[config.mk]
export PLATFORM = sky130hd
export DESIGN_NAME = triangle_scene
export DESIGN_NICKNAME = d
export VERILOG_FILES = /design/src/logic/gfx_types_pkg.sv /design/src/logic/scene_pkg.sv /design/src/logic/triangle_scene.sv
export SDC_FILE = /design/constraint.sdc
export NUM_CORES = 1
export LEC_CHECK = 0
export ABC_AREA = 1
export BUFFER_PORTS_ARGS = -buffer_cell sky130_fd_sc_hd__buf_4
export CAP_MARGIN = 0
export CELL_PAD_IN_SITES_DETAIL_PLACEMENT = 2
export CELL_PAD_IN_SITES_GLOBAL_PLACEMENT = 2
export CORE_MARGIN = 2
export CORE_UTILIZATION = 25
export DETAILED_ROUTE_END_ITERATION = 10
export HOLD_SLACK_MARGIN = 0.03
export PLACE_DENSITY = 0.87
export SETUP_SLACK_MARGIN = 0.05
export SYNTH_ARGS = -nofsm -noshare
export SYNTH_HDL_FRONTEND = slang
export SYNTH_SLANG_ARGS = --single-unit
[constraint.sdc]
create_clock -name clk_100m -period 3.1 [get_ports clk_100m]
set_input_delay 0.62 -clock clk_100m [delete_from_list [all_inputs] [get_ports clk_100m]]
set_output_delay 0.62 -clock clk_100m [all_outputs]
set_load 0.01 [all_outputs]
[src/logic/gfx_types_pkg.sv]
/* pixel, colour and bus types shared by the engines and the framebuffer
   fb_addr_t is 17 bits, enough for 320x240 but not for larger framebuffers */
package gfx_types_pkg;

    typedef logic signed [15:0] coord_t;   // screen coordinate, may go negative
    typedef logic [3:0]         cidx_t;    // index into a 16-entry palette
    typedef logic [16:0]        fb_addr_t; // row * width + column

    // one point on the screen, as passed between engines
    typedef struct packed {
        coord_t x;
        coord_t y;
    } pixel_t;

    // Wishbone classic write request, master to slave
    typedef struct packed {
        logic     cyc;
        logic     stb;
        logic     we;
        fb_addr_t adr;
        cidx_t    dat;
    } wb_wr_t;

endpackage

[src/logic/scene_pkg.sv]
/* triangle descriptor, fixed shape table and sequencer states
   the table is drawn in order, so later shapes cover earlier ones */
package scene_pkg;

    localparam int SHAPE_CNT = 3;  // entries in shape_table

    typedef struct packed {
        gfx_types_pkg::pixel_t v0;
        gfx_types_pkg::pixel_t v1;
        gfx_types_pkg::pixel_t v2;
        gfx_types_pkg::cidx_t  colour;
    } tri_t;

    typedef enum logic [1:0] {
        st_idle,   // counting frame ticks
        st_init,   // load next shape
        st_draw,   // triangle engine busy
        st_done    // all shapes drawn
    } scene_state_t;

    localparam tri_t shape_table [SHAPE_CNT] = '{
        '{v0:     '{x: 16'sd20,  y: 16'sd60},
          v1:     '{x: 16'sd60,  y: 16'sd180},
          v2:     '{x: 16'sd110, y: 16'sd90},
          colour: 4'h2},                       // dark purple
        '{v0:     '{x: 16'sd70,  y: 16'sd200},
          v1:     '{x: 16'sd240, y: 16'sd100},
          v2:     '{x: 16'sd170, y: 16'sd10},
          colour: 4'hC},                       // blue
        '{v0:     '{x: 16'sd60,  y: 16'sd30},
          v1:     '{x: 16'sd300, y: 16'sd80},
          v2:     '{x: 16'sd160, y: 16'sd220},
          colour: 4'h9}                        // orange
    };

endpackage

[src/logic/triangle_scene.sv]
/* scene sequencer: waits DRAW_WAIT frame ticks, draws shape_table once, then stays done
   one Wishbone write in flight at a time; the engines stall while it is open */
`timescale 1ns/1ps

module triangle_scene #(
    parameter int DRAW_WAIT = 300,
    parameter int FB_WIDTH  = 320,
    parameter int FB_HEIGHT = 240
) (
    input  logic                  clk_100m,
    input  logic                  rst_n,
    input  logic                  frame_tick,  // one pulse per frame
    output scene_pkg::tri_t       shape,
    output logic                  tri_start,
    output logic                  tri_oe,
    input  gfx_types_pkg::pixel_t pix,
    input  logic                  pix_valid,
    input  logic                  tri_done,
    output gfx_types_pkg::wb_wr_t wb,
    input  logic                  wb_ack,
    output logic                  drawing,
    output logic                  draw_done
);
    import gfx_types_pkg::*;
    import scene_pkg::*;

    localparam int WAIT_W = $clog2(DRAW_WAIT + 1);
    localparam int SID_W  = $clog2(SHAPE_CNT);

    scene_state_t     state;
    logic [WAIT_W-1:0] wait_cnt;   // frame ticks seen
    logic [SID_W-1:0]  shape_id;
    logic              wb_cyc;
    fb_addr_t          wb_adr;
    cidx_t             wb_dat;
    logic              pix_in_fb;
    fb_addr_t          pix_addr;

    always_ff @(posedge clk_100m) begin
        if (!rst_n) begin
            state     <= st_idle;
            wait_cnt  <= '0;
            shape_id  <= '0;
            tri_start <= 1'b0;
            drawing   <= 1'b0;
            draw_done <= 1'b0;
        end else begin
            tri_start <= 1'b0;
            case (state)
                st_idle: if (frame_tick) begin
                    wait_cnt <= wait_cnt + 1'b1;
                    if (wait_cnt == WAIT_W'(DRAW_WAIT - 1)) state <= st_init;
                end
                st_init: begin
                    tri_start <= 1'b1;
                    drawing   <= 1'b1;
                    state     <= st_draw;
                end
                st_draw: if (tri_done) begin
                    if (shape_id == SID_W'(SHAPE_CNT - 1)) begin
                        drawing   <= 1'b0;
                        draw_done <= 1'b1;
                        state     <= st_done;
                    end else begin
                        shape_id <= shape_id + 1'b1;
                        state    <= st_init;
                    end
                end
                default: state <= st_done;  // sticky until reset
            endcase
        end
    end

    // descriptor held for the whole triangle
    always_ff @(posedge clk_100m) begin
        if (state == st_init) shape <= shape_table[shape_id];
    end

    assign pix_in_fb = (pix.x >= 0) && (pix.x < coord_t'(FB_WIDTH))
                    && (pix.y >= 0) && (pix.y < coord_t'(FB_HEIGHT));
    assign pix_addr  = fb_addr_t'(pix.y) * fb_addr_t'(FB_WIDTH) + fb_addr_t'(pix.x);

    always_ff @(posedge clk_100m) begin
        if (!rst_n) begin
            wb_cyc <= 1'b0;
        end else if (wb_cyc) begin
            if (wb_ack) wb_cyc <= 1'b0;   // close cycle after ack
        end else if (pix_valid && pix_in_fb) begin
            wb_cyc <= 1'b1;
        end
    end

    always_ff @(posedge clk_100m) begin
        if (!wb_cyc && pix_valid) begin
            wb_adr <= pix_addr;
            wb_dat <= shape.colour;
        end
    end

    always_comb begin
        wb.cyc = wb_cyc;
        wb.stb = wb_cyc;   // single transfer per cycle
        wb.we  = wb_cyc;
        wb.adr = wb_adr;
        wb.dat = wb_dat;
    end

    assign tri_oe = !wb_cyc;

endmodule

**Yosys cells after proc, flatten, opt, wreduce, memory -nomap -nowiden**

Index checks and enable logic that the tools add are counted.
Widths: inputs -> output; s select.

- Bits in registers: 138
- Input port bits: 38
- Output and inout port bits: 128
- Word-level logic and storage cells: 63

- Add/subtract/negate cells: 3
- Multipliers: 1
- $lt $le $gt $ge: 5
- Equal/unequal tests: 8
- Multiplexer cells: 15
- Bitwise operators: 2
- Reductions and logical operators: 13

Operator list:

| cell | count |
|---|---|
| $bmux 100 s2 | 1 |
| $mux 100 | 2 |
| $ge 16x1->1 const B | 2 |
| $add 17x17->17 | 1 |
| $mul 17x3->11 const B | 1 |
| $lt 16x10->1 const B | 1 |
| $lt 16x9->1 const B | 1 |
| $reduce_and 3->1 | 4 |
| $add 9x1->9 const B | 1 |
| $eq 9x9->1 const B | 1 |
| $mux 2 | 4 |
| $ne 2x2->1 const B | 4 |
| $mux 1 | 6 |
| $pmux 2 s3 | 1 |
| $logic_and 1x1->1 | 5 |
| $eq 2x2->1 const B | 2 |
| $ge 3x3->1 const B | 1 |
| $not 2->3 | 1 |
| $add 2x1->2 const B | 1 |
| $eq 2x1->1 const B | 1 |
| $logic_not 2->1 | 1 |
| $pmux 1 s2 | 1 |
| $reduce_and 2->1 | 1 |
| $reduce_bool 2->1 | 1 |
| other kinds (2) | 2 |

**Longest topological paths before layout**

- Depth in word-level cells: 7
- Mapped depth: 16
- Gate-level depth less buffers: 16

**Least setup slack after synthesis**

No wires, ideal clock.

- Path type: input -> register
- From: input pix[1] (netlist bit)
- To: register wb_adr[16] (data pin)
- Library setup time: 0.253 ns
- Data arrival time: 2.665 ns
- Required time: 2.847 ns
- Setup slack: 0.182 ns
- Stages: 13
- Path buffers: 0
- Cells stage by stage: ha_1 > ha_1 > fa_1 > nand4_1 > o211ai_1 > xor2_1 > ha_1 > nand2_1 > inv_1 > a21oi_1 > o211ai_1 > nand2_1 > nand2_1

- Cells in the longest elaborated chain, start to end: 2

RTL lines:

| what | RTL line | RTL |
|---|---|---|
| from (decl) | triangle_scene.sv:16 | `input gfx_types_pkg::pixel_t pix,` |
| $mul 17x3->11 | triangle_scene.sv:81 | `assign pix_addr = fb_addr_t'(pix.y) * fb_addr_t'(FB_WIDTH) + fb_addr_t'(pix.x);` |
| $add 17x17->17 | triangle_scene.sv:81 |  |
| named net pix_addr[16] | triangle_scene.sv:37 | `fb_addr_t pix_addr;` |
| to (signal assigned) | triangle_scene.sv:95 | `wb_adr <= pix_addr;` |
| to (decl) | triangle_scene.sv:34 | `fb_addr_t wb_adr;` |

The timed path passes the listed nets, and every way through them passes these cells.
A chain may end at the register's enable or synchronous reset.

**Worst setup path in the final report**

- From: input pix[1] (netlist bit)
- To: register wb_adr[14] (data pin)

Same word-level chain as after synthesis.

==> run_results.csv <==
group,metric,value,unit
place,place_area,4050,um2
global_routing,grt_overflow,0,
cts,clkTransAtPathRegs,0.06,ns
setup_path,critical_path_class,"in2reg",
run_status,status,"complete, no violations",
detailed_routing,drcViolationCount,0,
setup_path,r2r_start,"state[0]$_SDFFE_PN0P_",
global_routing,grt_usage,12.9,%
global_routing,antenna_found_initial,0,
yosys,postSynthAreaPerCell,8.24,um2
detailed_routing,via_per_inst,4.11,
yosys,ys_seq_area_share,34.0,%
setup_path,end_kind,"register",
setup_path,startpoint_type,"input port",
yosys,synthesis.area,3470,um2
floorplan,core_area,13700,um2
setup_path,crit_fanout,4,
run,cap_viol_max_count,0,
floorplan,die_h,122,um
floorplan,start_util,25.3,%
floorplan,io_pins,166,
detailed_routing,vias,2827,
hold_path,min-delay-start,"draw_done$_SDFFE_PN0P_",
timing,drv_slew,0,
cts,cts_tree,"done",
floorplan,die_w,122,um
yosys,ys_types,33,
setup_path,startpoint,"pix[1]",
setup_path,cp.arrival,3.03,ns
cts,insertion_delay,0.29,ns
hold_path,worstHoldPathType,"reg2reg",
finish,layout_commonest_cell,"buf_4",
cts,cts.sinks,45,
finish,nets,577,
timing,maxSlewHeadroom,56.7,%
finish,area_delta_synth_final,23.4,%
power_and_ir_drop,power.leakage,2.12,nW
power_and_ir_drop,vdd_drop_max,0.190,mV
yosys,synthCells,421,
finish,antennaDiodeCount,0,
place,dp_hpwl,8300,um
timing,finalSetupViolations,0,
yosys,yosysWarnings,0,
timing,clock_skew,0.00556,ns
power_and_ir_drop,cellPowerDensity,458,nW/um2
setup_path,critical-path-slowest-cell,"fa_2",
timing,period_minus_slack,2.99,ns
global_routing,grt_pass1_wl,15100,um
place,portBuffers,106,
timing,max_freq,335,MHz
finish,final_area,4280,um2
detailed_routing,ant_nets,0,
cts,numCtsBuffers,5,
timing,worstMarginPinSlew,0.647,ns
place,gp_congestion,0.884,
cts,cts_hold_buf,0,
finish,drive_gt1_share,28.6,%
yosys,synth_seq_cells,45,
detailed_routing,first_pass_iters,4,
cts,max-clock-path-buffers,2,
timing,hold_violations,0,
floorplan,rows,43,
setup_path,worstPathRequired,3.14,ns
finish,layout_common_cells,"117 x buf_4, 78 x nand2_1, 59 x conb_1",
floorplan,die_area,14800,um2
cts,cts_max_level,2,
timing,period_share,96.4,%
detailed_routing,drtIter0Drc,76,
global_routing,grt_start_max_net_pins,23,
setup_path,crit_family,"adder cells",
detailed_routing,routed_wl,9880,um
setup_path,path_buf_inv,2,
setup_path,cpPeakStageDelay,0.38,ns
cts,cts_root_buffer,"clkbuf_16",
power_and_ir_drop,p_total,0.00196,W
global_routing,grt_pass1_vias,2996,
detailed_routing,wl_per_cell,14.4,um
setup_path,crit_path_cell_trace,"buf_4 > ha_1 > ha_2 > fa_2 > buf_4 > xor2_1 > ha_1 > a21oi_1 > nor2_1 > nor2_1 > nand2_1 > xor2_1",
timing,finalSetupTns,0,ns
timing,rsz0062_at_grt,"false",
## area by class of cell
class,instances,area (um2)
Clock buffer,6,129
Clock inverter,2,35.0
Fill cell,1587,9440
Inverter,45,171
Multi-Input combinational cell,292,1660
Sequential cell,45,1180
Tap cell,180,225
Timing Repair Buffer,117,878
## what timing repair did
action                                  CTS  global route
endpoints found under the setup margin    0             3
gates resized for setup                   0            12
buffers inserted                          0             2
## routing by layer
layer  routed length (um)  part of all wire [%]  track usage, %  vias to the layer above
li1                     -                     -               -                     1358
met1                 3680                    37            13.5                     1328
met2                 5280                    53            25.9                      129
met3                  748                   7.6            2.06                       12
met4                  172                   1.7            3.88                        0
met5                    0                     0               0                        -
## cell families (layout without fill, tap and decap cells)
kind of cell | Yosys count | count (layout) | share of synthesized area (%)
AND/OR/NAND/NOR | 154 | 154 | 19.1
buffers and inverters | 142 | 170 | 25.9
flip-flops | 45 | 45 | 34.0
AO/OA/AOI/OAI | 34 | 34 | 5.48
adder cells (fa/ha/maj) | 33 | 33 | 12.3
XOR/XNOR | 12 | 12 | 3.03
other | 1 | 59 | 0.108
## path summary, 6_finish.rpt
check | slack (ns) | cells past startpoint | to
max | 0.11 | 12 | wb_adr[14]$_DFFE_PP_
min | 0.49 | 2 | draw_done$_SDFFE_PN0P_
max reg2reg | 1.62 | 5 | drawing$_SDFFE_PN0P_
min reg2reg | 0.49 | 2 | draw_done$_SDFFE_PN0P_
## worst register-to-register path: stages (launching register included)
cell     delay, ns
dfxtp_1       0.41
inv_1         0.06
nor2_1        0.50
inv_1         0.15
nor2_1        0.18
a31o_2        0.13
## Yosys cell counts (all sizes together)
| master | instances | share of area, % |
|---|---|---|
| a21boi | 1 | 0.22 |
| a31o | 1 | 0.25 |
| o211ai | 2 | 0.43 |
| conb | 1 | 0.11 |
| nand4 | 5 | 0.90 |
| a21o | 1 | 0.22 |
| o21bai | 1 | 0.22 |
| edfxtp | 28 | 24 |
| o21ai | 8 | 1.3 |
| ha | 31 | 11 |
| xnor2 | 5 | 1.3 |
| or2 | 2 | 0.36 |
| xor2 | 7 | 1.8 |
| nor2 | 43 | 5.4 |
| a21oi | 20 | 2.9 |
| nor3 | 6 | 0.87 |
| nand3 | 16 | 2.5 |
| nand2 | 82 | 9.2 |
| dfxtp | 17 | 9.8 |
| fa | 2 | 1.2 |
| inv | 45 | 4.9 |
| buf | 97 | 21 |
## flip-flops by register name, indices dropped and copies added (netlist names)
register,count
shape_id,2
shape,7
wb_dat,4
wait_cnt,9
draw_done,1
state,2
tri_start,1
drawing,1
wb_cyc,1
wb_adr,17
## through the flow
stage / instances / utilization [%] / hold slack (ns) / setup WS (ns)
final: 687 / 31.2 / 0.487 / 0.112
after global placement: 677 / 29.5 / 0.449 / -0.0319
after global routing: 687 / 31.2 / 0.500 / 0.0187
after CTS: 685 / 30.7 / 0.495 / 0.0914
after detailed placement: 677 / 29.5 / 0.486 / -0.213
after floorplan: 479 / - / 0.470 / 0.182
## power by group
part | switching, W | leakage [nW] | internal, W | total (W)
combinational | 0.000366 | 1.63 | 0.000276 | 0.000642
clock | 0.000222 | 0.0808 | 0.000379 | 0.000601
sequential | 0.0000165 | 0.401 | 0.000701 | 0.000717
Power figures use the tool's default switching activity.
